==> config.mk <==
export PLATFORM = sky130hd
export DESIGN_NAME = cache_dir_top
export DESIGN_NICKNAME = d
export VERILOG_FILES = /design/src/logic/cache_pkg.sv /design/src/logic/replace_if.sv /design/src/logic/fifo_replacement.sv /design/src/logic/tag_directory.sv /design/src/logic/cache_ctrl_regs.sv /design/src/logic/cache_dir_top.sv
export SDC_FILE = /design/constraint.sdc
export NUM_CORES = 1
export LEC_CHECK = 0
export BUFFER_PORTS_ARGS = -buffer_cell sky130_fd_sc_hd__buf_2
export CORE_ASPECT_RATIO = 0.75
export CORE_MARGIN = 2
export CORE_UTILIZATION = 60
export DETAILED_ROUTE_END_ITERATION = 7
export PLACE_DENSITY = 0.78
export SYNTH_ARGS = -nofsm -noshare
export SYNTH_HDL_FRONTEND = slang
export SYNTH_HIERARCHICAL = 1
export SYNTH_SLANG_ARGS = --single-unit
==> constraint.sdc <==
create_clock -name clock_i -period 4.7 [get_ports clock_i]
set_input_delay 0 -clock clock_i [delete_from_list [all_inputs] [get_ports clock_i]]
set_output_delay 0 -clock clock_i [all_outputs]
set_load 0.005 [all_outputs]
==> src/logic/cache_pkg.sv <==
// cache directory package
// shared vector types, register map and default geometry

package cache_pkg;

	// ---------------------------------------------------------
	// widths
	// ---------------------------------------------------------
	localparam int ADDR_W     = 16;	// block address, no byte offset
	localparam int COUNT_W    = 16;	// statistics counters wrap
	localparam int REG_ADDR_W = 2;
	localparam int REG_DATA_W = 16;

	// ---------------------------------------------------------
	// vector types
	// ---------------------------------------------------------
	typedef logic [ADDR_W-1:0]     addr_t;	// tag in upper bits, set in lower bits
	typedef logic [COUNT_W-1:0]    count_t;
	typedef logic [REG_ADDR_W-1:0] reg_addr_t;
	typedef logic [REG_DATA_W-1:0] reg_data_t;

	// ---------------------------------------------------------
	// register map
	// ---------------------------------------------------------
	localparam reg_addr_t REG_CTRL     = 2'd0;	// write bit 0 to flush
	localparam reg_addr_t REG_HITS     = 2'd1;
	localparam reg_addr_t REG_MISSES   = 2'd2;
	localparam reg_addr_t REG_GEOMETRY = 2'd3;	// sets in high byte, ways in low byte

	// default geometry, overridden from the top level
	localparam int DEF_LINES = 16;
	localparam int DEF_WAYS  = 4;	// so 4 sets by default

endpackage

==> src/logic/replace_if.sv <==
`timescale 1ns/10ps
// replacement handshake
// miss request from the tag directory, victim line back from the fifo controller

interface replace_if #(
	parameter int N_LINES = cache_pkg::DEF_LINES,
	parameter int N_WAYS  = cache_pkg::DEF_WAYS
);
	localparam int N_SETS = N_LINES / N_WAYS;
	localparam int SET_W  = (N_SETS > 1) ? $clog2(N_SETS) : 1;	// one bit even with one set
	localparam int LINE_W = $clog2(N_LINES);

	logic              miss;		// one cycle, directory wants a victim
	logic [SET_W-1:0]  miss_set;	// set of the missing block
	logic              flush;		// one cycle, zero all pointers
	logic              done;		// one cycle, victim_line is valid
	logic [LINE_W-1:0] victim_line;	// way above set

	// tag directory side
	modport requester (
		output miss, miss_set, flush,
		input  done, victim_line
	);

	// replacement controller side
	modport controller (
		input  miss, miss_set, flush,
		output done, victim_line
	);

endinterface

==> src/logic/fifo_replacement.sv <==
`timescale 1ns/10ps
// fifo replacement controller
// round-robin way pointer per set, hands back {way, set} one cycle after a miss

module fifo_replacement #(
	parameter int N_LINES = cache_pkg::DEF_LINES,
	parameter int N_WAYS  = cache_pkg::DEF_WAYS
)(
	input  logic          clock_i,
	input  logic          resetn_i,
	replace_if.controller rpl
);

	// ---------------------------------------------------------
	// geometry
	// ---------------------------------------------------------
	localparam int N_SETS = N_LINES / N_WAYS;
	localparam int WAY_W  = $clog2(N_WAYS);
	localparam int LINE_W = $clog2(N_LINES);

	logic [WAY_W-1:0]  ptr_q [N_SETS];	// next victim way of each set
	logic [WAY_W-1:0]  cur_way;			// pointer of the requested set
	logic [WAY_W-1:0]  nxt_way;
	logic [LINE_W-1:0] victim_next;
	logic              done_q;
	logic [LINE_W-1:0] line_q;

	assign cur_way = ptr_q[rpl.miss_set];	// index is always 0 with one set
	assign nxt_way = (cur_way == WAY_W'(N_WAYS - 1)) ? '0 : cur_way + 1'b1;

	// line index is way above set, set field vanishes with a single set
	generate
		if (N_SETS > 1) begin : g_multi_set
			assign victim_next = {cur_way, rpl.miss_set};
		end else begin : g_single_set
			assign victim_next = cur_way;
		end
	endgenerate

	// ---------------------------------------------------------
	// pointer update
	// ---------------------------------------------------------
	always_ff @(posedge clock_i) begin
		if (!resetn_i) begin
			for (int s = 0; s < N_SETS; s++) begin
				ptr_q[s] <= '0;
			end
			done_q <= 1'b0;
		end else begin
			done_q <= rpl.miss;	// answer exactly one cycle later
			if (rpl.flush) begin
				for (int s = 0; s < N_SETS; s++) begin
					ptr_q[s] <= '0;
				end
			end else if (rpl.miss) begin
				ptr_q[rpl.miss_set] <= nxt_way;	// advance, wraps after last way
			end
		end
	end

	// victim line held until the next miss
	always_ff @(posedge clock_i) begin
		if (rpl.miss) begin
			line_q <= victim_next;
		end
	end

	assign rpl.done        = done_q;
	assign rpl.victim_line = line_q;

	// one miss in flight, answered on the next edge
	a_done_follows_miss: assert property (@(posedge clock_i) disable iff (!resetn_i)
		rpl.miss |=> rpl.done && !rpl.miss);

endmodule

==> src/logic/tag_directory.sv <==
`timescale 1ns/10ps
// tag directory
// tag and valid arrays with a parallel compare over all ways of a set,
// misses go through the replacement controller before the tag is installed

module tag_directory #(
	parameter int N_LINES = cache_pkg::DEF_LINES,
	parameter int N_WAYS  = cache_pkg::DEF_WAYS
)(
	input  logic                       clock_i,
	input  logic                       resetn_i,
	input  logic                       lookup_i,		// one-cycle strobe
	input  cache_pkg::addr_t           lookup_addr_i,
	output logic                       resp_valid_o,
	output logic                       resp_hit_o,
	output logic [$clog2(N_LINES)-1:0] resp_line_o,
	output logic                       busy_o,
	input  logic                       flush_i,
	output logic                       hit_evt_o,
	output logic                       miss_evt_o,
	replace_if.requester               rpl
);

	// ---------------------------------------------------------
	// geometry
	// ---------------------------------------------------------
	localparam int N_SETS   = N_LINES / N_WAYS;
	localparam int SET_BITS = $clog2(N_SETS);				// 0 with one set
	localparam int SET_W    = (N_SETS > 1) ? SET_BITS : 1;
	localparam int LINE_W   = $clog2(N_LINES);
	localparam int TAG_W    = cache_pkg::ADDR_W - SET_BITS;

	typedef logic [TAG_W-1:0]  tag_t;
	typedef logic [LINE_W-1:0] line_t;
	typedef enum logic [1:0] {S_IDLE, S_WAIT, S_INSTALL} state_t;

	state_t             state_q;
	tag_t               tag_mem [N_LINES];	// indexed by line, way above set
	logic [N_LINES-1:0] valid_q;
	tag_t               lk_tag;
	tag_t               miss_tag_q;			// tag waiting for its victim line
	logic [SET_W-1:0]   lk_set;
	logic               accept;
	logic               lk_hit;
	line_t              hit_line;

	assign lk_tag = lookup_addr_i[cache_pkg::ADDR_W-1 -: TAG_W];
	assign lk_set = SET_W'(lookup_addr_i % N_SETS);	// low bits, zero with one set
	assign accept = lookup_i && !busy_o;				// busy drops strobes silently

	assign rpl.flush = flush_i;	// pointers flush together with valid bits

	// ---------------------------------------------------------
	// compare across all ways of the set
	// ---------------------------------------------------------
	always_comb begin
		line_t way_line;
		lk_hit   = 1'b0;
		hit_line = '0;
		for (int w = 0; w < N_WAYS; w++) begin
			way_line = line_t'(w * N_SETS) + line_t'(lk_set);
			if (!lk_hit && valid_q[way_line] && tag_mem[way_line] == lk_tag) begin
				lk_hit   = 1'b1;	// first matching way wins
				hit_line = way_line;
			end
		end
	end

	// ---------------------------------------------------------
	// miss sequencing
	// ---------------------------------------------------------
	always_ff @(posedge clock_i) begin
		if (!resetn_i) begin
			state_q      <= S_IDLE;
			valid_q      <= '0;
			busy_o       <= 1'b0;
			resp_valid_o <= 1'b0;
			rpl.miss     <= 1'b0;
			hit_evt_o    <= 1'b0;
			miss_evt_o   <= 1'b0;
		end else begin
			// strobes low unless raised below
			resp_valid_o <= 1'b0;
			rpl.miss     <= 1'b0;
			hit_evt_o    <= 1'b0;
			miss_evt_o   <= 1'b0;
			if (resp_valid_o) begin
				busy_o <= 1'b0;	// free again the cycle after the response
			end
			if (flush_i) begin
				valid_q <= '0;
			end
			case (state_q)
				S_IDLE: begin
					if (accept) begin
						busy_o <= 1'b1;
						if (lk_hit) begin
							resp_valid_o <= 1'b1;	// hit answers at N+1
							hit_evt_o    <= 1'b1;
						end else begin
							rpl.miss   <= 1'b1;
							miss_evt_o <= 1'b1;
							state_q    <= S_WAIT;
						end
					end
				end
				S_WAIT: begin
					if (rpl.done) begin
						valid_q[rpl.victim_line] <= 1'b1;
						resp_valid_o             <= 1'b1;	// miss answers at N+3
						state_q                  <= S_INSTALL;
					end
				end
				S_INSTALL: state_q <= S_IDLE;	// response cycle
				default:   state_q <= S_IDLE;
			endcase
		end
	end

	// tag array and response payload
	always_ff @(posedge clock_i) begin
		if (accept) begin
			resp_hit_o   <= lk_hit;
			resp_line_o  <= hit_line;
			rpl.miss_set <= lk_set;
			miss_tag_q   <= lk_tag;
		end
		if (state_q == S_WAIT && rpl.done) begin
			tag_mem[rpl.victim_line] <= miss_tag_q;	// evicted tag simply overwritten
			resp_hit_o               <= 1'b0;
			resp_line_o              <= rpl.victim_line;
		end
	end

	// controller may only answer a pending miss
	a_done_in_wait: assert property (@(posedge clock_i) disable iff (!resetn_i)
		rpl.done |-> state_q == S_WAIT);

endmodule

==> src/logic/cache_ctrl_regs.sv <==
`timescale 1ns/10ps
// cache control registers
// hit and miss counters, flush command and registered readback

module cache_ctrl_regs #(
	parameter int N_LINES = cache_pkg::DEF_LINES,
	parameter int N_WAYS  = cache_pkg::DEF_WAYS
)(
	input  logic                 clock_i,
	input  logic                 resetn_i,
	input  logic                 reg_wr_i,
	input  logic                 reg_rd_i,
	input  cache_pkg::reg_addr_t reg_addr_i,
	input  cache_pkg::reg_data_t reg_wdata_i,
	output logic                 reg_rvalid_o,
	output cache_pkg::reg_data_t reg_rdata_o,
	input  logic                 hit_evt_i,
	input  logic                 miss_evt_i,
	output logic                 flush_o
);

	localparam int N_SETS = N_LINES / N_WAYS;
	localparam cache_pkg::reg_data_t GEOMETRY = {8'(N_SETS), 8'(N_WAYS)};

	cache_pkg::count_t    hits_q;
	cache_pkg::count_t    misses_q;
	cache_pkg::reg_data_t rd_mux;
	logic                 flush_wr;

	// flush on a control write with bit 0 set
	assign flush_wr = reg_wr_i && (reg_addr_i == cache_pkg::REG_CTRL) && reg_wdata_i[0];

	// ---------------------------------------------------------
	// counters and flush strobe
	// ---------------------------------------------------------
	always_ff @(posedge clock_i) begin
		if (!resetn_i) begin
			hits_q   <= '0;
			misses_q <= '0;
			flush_o  <= 1'b0;
		end else begin
			flush_o <= flush_wr;	// one cycle
			if (flush_wr) begin
				hits_q   <= '0;
				misses_q <= '0;
			end else begin
				if (hit_evt_i) hits_q <= hits_q + 1'b1;			// wraps
				if (miss_evt_i) misses_q <= misses_q + 1'b1;
			end
		end
	end

	// ---------------------------------------------------------
	// readback
	// ---------------------------------------------------------
	always_comb begin
		case (reg_addr_i)
			cache_pkg::REG_CTRL:     rd_mux = '0;	// command only
			cache_pkg::REG_HITS:     rd_mux = cache_pkg::reg_data_t'(hits_q);
			cache_pkg::REG_MISSES:   rd_mux = cache_pkg::reg_data_t'(misses_q);
			cache_pkg::REG_GEOMETRY: rd_mux = GEOMETRY;
			default:                 rd_mux = '0;
		endcase
	end

	always_ff @(posedge clock_i) begin
		if (!resetn_i) begin
			reg_rvalid_o <= 1'b0;
		end else begin
			reg_rvalid_o <= reg_rd_i;	// data one cycle after the strobe
		end
	end

	always_ff @(posedge clock_i) begin
		if (reg_rd_i) reg_rdata_o <= rd_mux;
	end

	// software flushes only while the directory is idle
	a_flush_when_quiet: assert property (@(posedge clock_i) disable iff (!resetn_i)
		flush_o |-> !(hit_evt_i || miss_evt_i));

endmodule

==> src/logic/cache_dir_top.sv <==
`timescale 1ns/10ps
// cache tag directory top level
// directory, fifo replacement and control registers with plain ports

module cache_dir_top #(
	parameter int N_LINES = cache_pkg::DEF_LINES,
	parameter int N_WAYS  = cache_pkg::DEF_WAYS
)(
	input  logic                       clock_i,
	input  logic                       resetn_i,
	// lookup port
	input  logic                       lookup_i,
	input  cache_pkg::addr_t           lookup_addr_i,
	output logic                       resp_valid_o,
	output logic                       resp_hit_o,
	output logic [$clog2(N_LINES)-1:0] resp_line_o,	// way above set
	output logic                       busy_o,
	// register port
	input  logic                       reg_wr_i,
	input  logic                       reg_rd_i,
	input  cache_pkg::reg_addr_t       reg_addr_i,
	input  cache_pkg::reg_data_t       reg_wdata_i,
	output logic                       reg_rvalid_o,
	output cache_pkg::reg_data_t       reg_rdata_o
);

	logic flush;	// registers to directory
	logic hit_evt;
	logic miss_evt;

	replace_if #(.N_LINES(N_LINES), .N_WAYS(N_WAYS)) rpl_if ();

	tag_directory #(.N_LINES(N_LINES), .N_WAYS(N_WAYS)) u_dir (
		.clock_i       (clock_i),
		.resetn_i      (resetn_i),
		.lookup_i      (lookup_i),
		.lookup_addr_i (lookup_addr_i),
		.resp_valid_o  (resp_valid_o),
		.resp_hit_o    (resp_hit_o),
		.resp_line_o   (resp_line_o),
		.busy_o        (busy_o),
		.flush_i       (flush),
		.hit_evt_o     (hit_evt),
		.miss_evt_o    (miss_evt),
		.rpl           (rpl_if.requester)
	);

	fifo_replacement #(.N_LINES(N_LINES), .N_WAYS(N_WAYS)) u_rpl (
		.clock_i  (clock_i),
		.resetn_i (resetn_i),
		.rpl      (rpl_if.controller)
	);

	cache_ctrl_regs #(.N_LINES(N_LINES), .N_WAYS(N_WAYS)) u_regs (
		.clock_i      (clock_i),
		.resetn_i     (resetn_i),
		.reg_wr_i     (reg_wr_i),
		.reg_rd_i     (reg_rd_i),
		.reg_addr_i   (reg_addr_i),
		.reg_wdata_i  (reg_wdata_i),
		.reg_rvalid_o (reg_rvalid_o),
		.reg_rdata_o  (reg_rdata_o),
		.hit_evt_i    (hit_evt),
		.miss_evt_i   (miss_evt),
		.flush_o      (flush)
	);

endmodule

Yosys cells after proc, flatten, opt, wreduce, memory -nomap -nowiden
Memory sizes are Yosys's and may differ from the RTL's. A register that Yosys moved wholly into a read port is not among the register bits. Cells that the tools add are included.

Add/sub/neg operators: 6. $lt $le $gt $ge: 6. Equal/unequal tests: 12. Mux-type cells: 56. Bitwise logic cells: 6. Reductions and logical operators: 24.

Operator list (count): 16-bit two-way mux (4); 16-bit one-hot mux with 4 select lines (1); 14-bit == test (4); 16-bit by 1-bit adder with 16-bit output (second input constant) (2); 1-bit two-way mux (27); 2-bit two-way mux (12); 4-bit by 5-bit less-than comparator with 1-bit output (second input constant) (4); 4-bit two-way mux (5); 16-bit bitwise OR (1); 1-bit binary-select mux with 4-bit select (3); 1-bit logical AND (12); 2-bit == test (second input constant) (3); 3-bit AND reduction (2); 2-bit by 5-bit less-than comparator with 1-bit output (second input constant) (1); 3-bit by 2-bit adder with 4-bit output (first input constant) (1); 3-bit by 3-bit adder with 4-bit output (first input constant) (1); 4-bit by 2-bit adder with 4-bit output (first input constant) (1); 1-bit demux with 4-bit select (1); 2-bit by 1-bit == test with 1-bit output (second input constant) (2); 4-bit by 1-bit >= comparator with 1-bit output (second input constant) (1); 1-bit logical NOT (4); 2-bit logical NOT (2); 2-bit by 1-bit inequality test with 1-bit output (second input constant) (2); 1-bit bitwise OR (4); 9 further kinds (10).

Register bits after elaboration: 98. Memory bits (writable): 232. Bits of input ports: 39. Output and inout port bits: 24. Word-level logic and storage cells: 129. Memories kept: 2.

Memories: u_dir.tag_mem (words 16, width 14, read ports 4, clocked after memory_dff 0, wr ports 1, RTL line tag_directory.sv:38) `tag_t tag_mem [N_LINES];`; u_rpl.ptr_q (words 4, width 2, read ports 1, clocked after memory_dff 1, wr ports 4, RTL line fifo_replacement.sv:21) `logic [WAY_W-1:0] ptr_q [N_SETS];`.

Depth between registers and ports, before layout
Gate-level depths: netlist (run 1).

Depth after elaboration: 19. Mapped depth: 11. Gate-level depth less buffers: 7.

Cells and area by module
The synthesis (run 1) kept the hierarchy.

Modules (own cells, without submodules): tag_directory (instances 1, cells an instance 590, area each 10727.8 sq um, seq. area each 7787.5 sq um); cache_ctrl_regs (instances 1, cells an instance 208, area each 2137.0 sq um, seq. area each 1161.1 sq um); fifo_replacement (instances 1, cells an instance 39, area each 578.1 sq um, seq. area each 380.4 sq um).

Least setup slack after synthesis (run 1)
No wires, ideal clock.

Kind: register to register. Start: reg u_dir.state_q[0]. End: mem u_dir/tag_mem[0][0] in the netlist's numbering, enable pin. Library setup time: 0.405 ns. Data arrival time: 2.147 ns. Required time: 4.295 ns. Slack: 2.148 ns. Cell stages (with the launch flop): 5. Path buffers: 0. Period minus slack after synthesis: 2.552 ns. Cells stage by stage: dfxtp_1 -> nand2_1 -> or2_2 -> or3_1 -> nor3_1.

Word-level cells in the longest chain between the ends: 4.

RTL lines: from (decl) (RTL line tag_directory.sv:37) `state_t state_q;`; from (signal assigned) (RTL line tag_directory.sv:74) `state_q <= S_IDLE;`; from (signal assigned) (RTL line tag_directory.sv:103) `state_q <= S_WAIT;`; from (signal assigned) (RTL line tag_directory.sv:111) `state_q <= S_INSTALL;`; 2-bit by 1-bit == test with 1-bit output (RTL line tag_directory.sv:128) `if (state_q == S_WAIT && rpl.done) begin`; 1-bit logical AND (RTL line tag_directory.sv:128); 1-bit two-way mux (RTL line tag_directory.sv:128); 1-bit two-way mux (implied by the code) (RTL line tag_directory.sv:129) `tag_mem[rpl.victim_line] <= miss_tag_q;`; to (decl) (RTL line tag_directory.sv:38).

Every way passes these cells.

==> results.md, run 1 <==
* Clk pwr share at 0.385
* Yosys warning total at 6
* Worst EP required at roughly 5 ns
* Arr. time, crit path at 3.12 ns
* Post-CTS Resized at 0
* Grt total ovfl at 0
* Detailed Routing Iterations Pass 1 at 5
* Comb pwr share at 0.053
* TNS Setup at 0 ns
* Final WL at just under 30 mm
* Worst setup SP type: flip-flop
* Starting DRT DRC Count at 1,166
* Vias per cell at 6.281
* CTS Buf Count at 30
* DP Area at 13,970 µm²
* Post-synth top area share at 0.6076
* Status: finished clean
* Area Growth Syn to Fin at 12.36%
* Port bufs at between 40 and 50
* DR vias at approximately 7.7k
* DR WL/cell at 24.25 µm
* Register share of total power at 0.562
* Max-slew violations at 0
* Final period util at 0.6001
* First-pass GRT wire length at approximately 45 mm
* Residual DRC at 0
* Syn nets at 879
* Number of flops mapped to enable cells by yosys at 272
* PwrDens at 384.6 nW/µm²
* Antenna violations before repair at 1
* Fillers at 1,429
* Synth area leaders: edfxtp_1 61%, dfxtp_1 8.6%, mux4_2 8.0%
* Gr usage total at 0.2600
* Max-slew headroom at 0.1743
* Yosys cell types at 50
* Final Hold Slack at ~0.16 ns
* Final setup viols at 0
* FF/Latch Area at between 9000 and 10,000 µm²
* Hold Path Class: input pin to flip-flop
* Syn Inst Count at 837
* Clock Path Buffers at 3
* Effective utilization at floorplan at 0.6096
* Root Buffer: clkbuf_16
* WS Path Type: flip-flop to flip-flop
* Share of layout cells above drive strength 1 at 0.1822
* Largest net degree at the start of global routing at 52
* Crit path time final at 2.820 ns
* Skew final at 0.009480 ns
* Share of the yosys chip area belonging to registers at 0.6940
* Max Fclk at 354.6 MHz
* Design Power at 5809 µW
* FP Rows at 47
* Die Y at 133.6 µm
* Setup Fix Bufs, Post-CTS at 0
* Critical Path End Type: flip-flop
* Area leader, netlist: edfxtp_1
* #FFs+latches synth at 330
* Multi-input logic area at 3867 µm²
* Max-cap violation count at 0
* Final hold violation count at 0
* CTS tree: yes
* Vias in the first global route at 7,481
* RSZ-0062 raised after global routing: false
* Clock sinks at 330
* Gpl congestion at 0.8687
* Antenna Nets Post-Route at 0
* Die footprint at ~24,000 µm²
* Ys flop type: edfxtp_1
* Die Wd at approximately 180 µm
* Core footprint at between 20,000 and 25,000 µm²
* Final Net Count at 955
* Worst vdd ir at 0.2802 mV
* Clk slew on worst S/H paths at 0.07 ns
* Post-synth ARST share at 0
* Avg Inst Size Synth at 16.06 µm²
* H-Tree Depth at 1
* Crit-path max FO at 2
* Finished Cell Area at between 15,000 and 20,000 µm²
* Worst slew pin tran at 1.237 ns
* Syn Std Cell Area at 13,440 µm²
* Dpl hpwl at 18.74 mm
* Leak at ~0.0050 µW
* Switching portion of total power at 0.2105
* NetSw at roughly 1200 µW
* IO Pins at 63
* Internal at 4586 µW
* Clk_lat worst skew at about 0.55 ns
cells by family after synthesis:
kind of cell,after synthesis,synth area share
DFF,330,0.6940
and+or+nand+nor,213,0.08423
xor gates and xnor gates,84,0.05473
muxes,79,0.1038
AOI/OAI and AO/OA,74,0.03993
buffers and inverters,54,0.02057
adders and majority gates,3,0.002793
placed cells by master (no fill, tap or decap), types with 5 or more instances in the layout:
cell type / instances
mux2i_1: 28
a21oi_1: 10
edfxtp_1: 272
mux4_2: 48
buf_4: 19
inv_1: 10
buf_2: 45
dlygate4sd3_1: 24
clkinv_2: 6
nor3_1: 11
o21a_1: 17
xnor2_1: 72
nand2_1: 31
and2_1: 8
nand2b_1: 10
clkbuf_1: 12
or3_1: 9
nor4_1: 7
o21ai_0: 10
nand3_1: 11
a22o_1: 14
nand4_1: 31
dfxtp_1: 58
nor2b_1: 19
clkbuf_16: 31
nor2_1: 50
o32ai_1: 5
xor2_1: 12
worst max-delay path, stage by stage (launching register included):
cell       delay, ns
edfxtp_1        0.35
mux4_2          0.49
xnor2_1         0.36
and4_1          0.25
nand4_1         0.09
a2111oi_0       0.64
o32a_1          0.30
o21ai_1         0.08
cells in the mapped netlist, types with 8 or more instances:
master,instances
a22o_1,14
a21oi_1,10
mux2i_1,28
xor2_1,12
buf_4,9
nand2b_1,10
nor2b_1,19
nand2_1,31
nor2_1,54
o21ai_0,10
xnor2_1,72
mux4_2,48
nand4_1,31
nor3_1,15
edfxtp_1,272
clkbuf_1,20
and2_1,8
or3_1,9
inv_1,10
dfxtp_1,58
o21a_1,17
nand3_1,11
per-layer routing:
metal	wire, µm	global-route usage	up-vias
met1	13110	0.4074	3911
met5	0	0	-
met2	13130	0.3735	385
met3	2857	0.05793	50
li1	-	-	3367
met4	680	0.06520	0
final timing paths:
path / start / to / slack, ns / cells past startpoint
max: u_dir/tag_mem[11][4] / u_dir/resp_line_o[2] / 1.88 / 7
min: lookup_addr_i[0] / u_dir/rpl.miss_set[0] / 0.16 / 1
max reg2reg: u_dir/tag_mem[11][4] / u_dir/resp_line_o[2] / 1.88 / 7
min reg2reg: u_rpl/rpl.done / u_dir/state_q[0] / 0.48 / 1
cell type report:
| type | count | share of cell area |
|---|---|---|
| Multi-Input combinational cell | 453 | 0.2560 |
| Timing Repair Buffer | 88 | 0.04026 |
| Sequential cell | 330 | 0.6176 |
| Inverter | 10 | 0.002485 |
| Tap cell | 294 | 0.02435 |
| Antenna cell | 1 | 0.0001657 |
| Clock buffer | 46 | 0.05707 |
| Clock inverter | 6 | 0.001988 |
state kept, by name (all words and copies together) (netlist names):
register	flops
u_dir/busy_o	1
u_dir/valid_q	16
u_dir/resp_line_o	4
u_regs/hits_q	16
u_dir/hit_evt_o	1
u_regs/reg_rdata_o	16
u_dir/rpl.miss_set	2
u_regs/flush_o	1
u_dir/resp_valid_o	1
u_rpl/ptr_q	8
u_dir/miss_evt_o	1
u_regs/misses_q	16
u_dir/miss_tag_q	14
u_rpl/rpl.done	1
u_regs/reg_rvalid_o	1
u_dir/resp_hit_o	1
u_rpl/rpl.victim_line	4
u_dir/tag_mem	224
u_dir/state_q	2
per-stage QoR:
| step | utilization | setup WS, ns | instances |
|---|---|---|---|
| 6_report | 0.6849 | 1.880 | 1228 |
| 5_1_grt | 0.6849 | 1.725 | 1228 |
| 4_1_cts | 0.6848 | 1.948 | 1227 |
| 3_5_place_dp | 0.6335 | 1.387 | 1151 |
| 3_3_place_gp | 0.6335 | 1.411 | 1151 |
| 2_1_floorplan | - | 2.148 | 837 |
timing repair:
item                                    in CTS  in global routing
hold buffers                                24                  0
hold endpoints to repair                    59                  0
endpoints found under the setup margin       0                  0
power by group through the flow:
stage / registers (µW) / clock network [µW] / logic [µW]
after floorplan: 3300 / 0 / 202
after global placement: 3320 / 0 / 281
after detailed placement: 3330 / 0 / 285
after CTS: 3260 / 2280 / 303
after global routing: 3270 / 2390 / 325
final: 3260 / 2240 / 306
Power figures use the tool's default switching activity.
==> run 2: changes to the inputs <==
--- a/config.mk
+++ b/config.mk
@@ -5,6 +5,7 @@
 export SDC_FILE = /design/constraint.sdc
 export NUM_CORES = 1
 export LEC_CHECK = 0
+export ABC_AREA = 1
 export BUFFER_PORTS_ARGS = -buffer_cell sky130_fd_sc_hd__buf_2
 export CORE_ASPECT_RATIO = 0.75
 export CORE_MARGIN = 2
==> constraint.sdc (replaced) <==
create_clock -name clock_i -period 2.77 [get_ports clock_i]
set_input_delay 0 -clock clock_i [delete_from_list [all_inputs] [get_ports clock_i]]
set_output_delay 0 -clock clock_i [all_outputs]
set_load 0.005 [all_outputs]
==> run 2 against run 1 <==
- clock power is 81% higher
- non-clock buffer count is 15 higher
- final area is 7.7% higher
- worst setup slack worse by 1.1 ns
- first-iteration DRC count is 33% higher
- sequential power is 71% higher
- cell count is 55% higher
- critical path type unchanged
- largest power group unchanged
==> results.md, run 2 <==
* CTS Buf Count at 31
* Effective utilization at floorplan at 0.6091
* Worst path slowest cell: dfxtp_1
* Finished Cell Area at 16,260 µm²
* RSZ-0062 raised after global routing: false
* Most frequent cells in the layout: 520 x nand2_1, 272 x edfxtp_1, 204 x nand3_1, 155 x nor2_1, 81 x inv_1
* Yosys cell types at 35
* Max-slew violations at 0
* Gpl congestion at ~0.99
* # diodes at 0
* First-pass GRT wire length at roughly 55 mm
* Met2 Wirelength at around 16 mm
* Area leader, netlist: edfxtp_1
* Clock Path Buffers at 3
* FP Rows at 49
* DP Area at 15,060 µm²
* TNS Setup at 0 ns
* Post-synth top area share at 0.5622
* Max reg flops at 224
* Max Fclk at 503.1 MHz
* Avg Inst Size Synth at 9.737 µm²
* Commonest cells post-synth: 520 x nand2_1, 272 x edfxtp_1, 204 x nand3_1
* WP depth at 9
* Final Net Count at approximately 1.6k
* DR vias at between 10k and 15k
* Reg with most FFs: u_dir/tag_mem
* Dpl hpwl at 23.61 mm
* Final setup viols at 0
* Crit-path cells: inv_1, nor2_1, nand2_1, inv_1, nand2_1, nor2_1, inv_1, nor2_1, buf_4
* CTS tree: yes
* WS Path Type: flip-flop to flip-flop
* Vias per cell at ~5.7
* Max-slew headroom at 0.5826
* Starting DRT DRC Count at 1,545
* R2r worst-path depth at 9
* Top-count cell post-synth: nand2_1
* Cell family with most CP delay: buffers and inverters
* DR WL/cell at 19.10 µm
* Multi-input logic area at 4484 µm²
* Clk_lat worst skew at 0.55 ns
* Yosys warning total at 6
* Leak at 0.006534 µW
* Vias in the first global route at 9,914
* Largest net degree at the start of global routing at ~120
* Comb pwr share at 0.069
* Crit-path max FO at 15
* Most common cell after layout, fill and taps aside: nand2_1
* Final WL at 36.42 mm
* Worst vdd ir at between 0.4 and 0.5 mV
* Final setup margin at 0.7824 ns
* Fillers at approximately 1.8k
* Worst path max stage delay at ~0.33 ns
* Gr usage total at 0.2854
* Clk slew on worst S/H paths at 0.06 ns
* Clk pwr share at 0.393
* Max-cap violation count at 0
* IO Pins at 63
* Area Growth Syn to Fin at 11.93%
* Antenna Nets Post-Route at 0
* #FFs+latches synth at 330
* Worst reg2reg setup slack at 0.78 ns
* WL met1 at 15.74 mm
* Die Y at 138.8 µm
* Root Buffer: clkbuf_16
* Register share of total power at 0.538
* Worst setup SP type: flip-flop
* Status: finished clean
* Hold Path Class: input pin to flip-flop
* PwrDens at 635.6 nW/µm²
* Compound-Gate Fraction of Synth Area at 0.03092
* Syn nets at 1,534
* Skew final at between 0.01 and 0.015 ns
* H-Tree Depth at 1
* Highest Signal Layer: met5
* Switching portion of total power at 0.2294
* Synth Area in Simple Gates at 0.2734
* Worst EP required at 2.99 ns
* Worst setup path end: u_dir/tag_mem[2][5]
* Crit path buf inv count at 4
* Mux cell area share after synthesis at 0
* Critical Path End Type: flip-flop
* Die footprint at 25,490 µm²
* NetSw at 2371 µW
* Antenna violations before repair at 0
* Post-Place Worst Slack at 0.6133 ns
* Syn Std Cell Area at between 10,000 and 15,000 µm²
* Residual DRC at 0
* Post-layout util at 0.6818
* Crit path time final at 1.988 ns
* Internal at 7964 µW
* Clock sinks at 330
* Share of the yosys chip area belonging to registers at 0.6421
* Worst slew pin tran at 0.6252 ns
* Post-synth ARST share at 0
* Synth area leaders: edfxtp_1 56%, nand2_1 13%, dfxtp_1 8.0%
* Number of flops mapped to enable cells by yosys at 272
* Syn Inst Count at 1,492
* Detailed Routing Iterations Pass 1 at 6
* Arr. time, crit path at ~2.2 ns
* Final period util at 0.7175
* Grt total ovfl at 0
* Core footprint at roughly 24,000 µm²
* Port bufs at between 40 and 50
* Die Wd at 183.7 µm
* Post-synthesis adder-cell area fraction at 0.002584
* Reg2Reg Capture Point: u_dir/tag_mem[2][5]
* Share of layout cells above drive strength 1 at 0.1099
* Ys flop type: edfxtp_1
* Largest family of logic cells by synthesized area: simple AND/OR/NAND/NOR gates
* Design Power at 10,340 µW
* Worst reg2reg startpoint: u_dir/state_q[0]
* DR WL met3 at 4.123 mm
* Final hold violation count at 0
* CP startpoint: u_dir/state_q[0]
* FF/Latch Area at 9329 µm²
* Xor-xnor portion of the synthesized cell area at 0.0006029
-- run 2: how the worst min path moves through the flow --
stage | from | slack [ns] | endpoint | depth (start not counted)
2_1_floorplan | resetn_i | 0.09 | u_regs/reg_rvalid_o | 2
3_3_place_gp | lookup_addr_i[6] | 0.27 | u_dir/miss_tag_q[4] | 1
3_5_place_dp | lookup_addr_i[6] | 0.28 | u_dir/miss_tag_q[4] | 1
4_1_cts | lookup_addr_i[1] | 0.04 | u_dir/rpl.miss_set[1] | 2
5_1_grt | lookup_addr_i[1] | 0.06 | u_dir/rpl.miss_set[1] | 2
6_report | lookup_addr_i[1] | 0.07 | u_dir/rpl.miss_set[1] | 2
-- run 2: kinds of logic after synthesis --
logic type	Yosys count
buffers and inverters	141
AND/OR/NAND/NOR	933
XOR/XNOR	1
AO/OA/AOI/OAI	84
adder cells (fa/ha/maj)	3
flip-flops	330
-- run 2: final cells by class --
type | instances | area share
Clock buffer | 41 | 0.05125
Clock inverter | 15 | 0.007926
Inverter | 91 | 0.02131
Multi-Input combinational cell | 1021 | 0.2758
Sequential cell | 330 | 0.5737
Tap cell | 306 | 0.02355
Timing Repair Buffer | 103 | 0.04648
-- run 2: worst register-to-register path: stages, from the launching register on --
cell and delay [ns]:
dfxtp_1 0.33, inv_1 0.04, nor2_1 0.13, nand2_1 0.23, inv_1 0.19, nand2_1 0.10, nor2_1 0.09, inv_1 0.10
nor2_1 0.11, buf_4 0.33
-- run 2: repair_timing --
action,4_1_cts,5_1_grt
setup endpoints to repair,0,0
resized for setup,0,0
hold buffers,24,0
hold endpoints to repair,67,0
setup buffers,0,0
-- run 2: per-stage QoR --
stage / cells / hold WS [ns]
final: 1907 / 0.06914
after floorplan: 1492 / 0.09345
after detailed placement: 1827 / 0.2760
after CTS: 1907 / 0.04304
after global placement: 1827 / 0.2716
after global routing: 1907 / 0.06314
-- run 2: routing by layer --
metal,global-route usage,vias up
met2,0.4153,547
met3,0.07458,64
met4,0.07663,2
met5,0.01333,-
li1,-,5167
met1,0.4274,5080
-- run 2: power groups by stage --
stage / Clock (µW) / Combinational, µW / Sequential [µW]
floorplan: 0 / 463 / 5620
global placement: 0 / 656 / 5660
detailed placement: 0 / 667 / 5670
CTS: 4090 / 698 / 5560
global route: 4300 / 785 / 5570
finish: 4060 / 715 / 5560
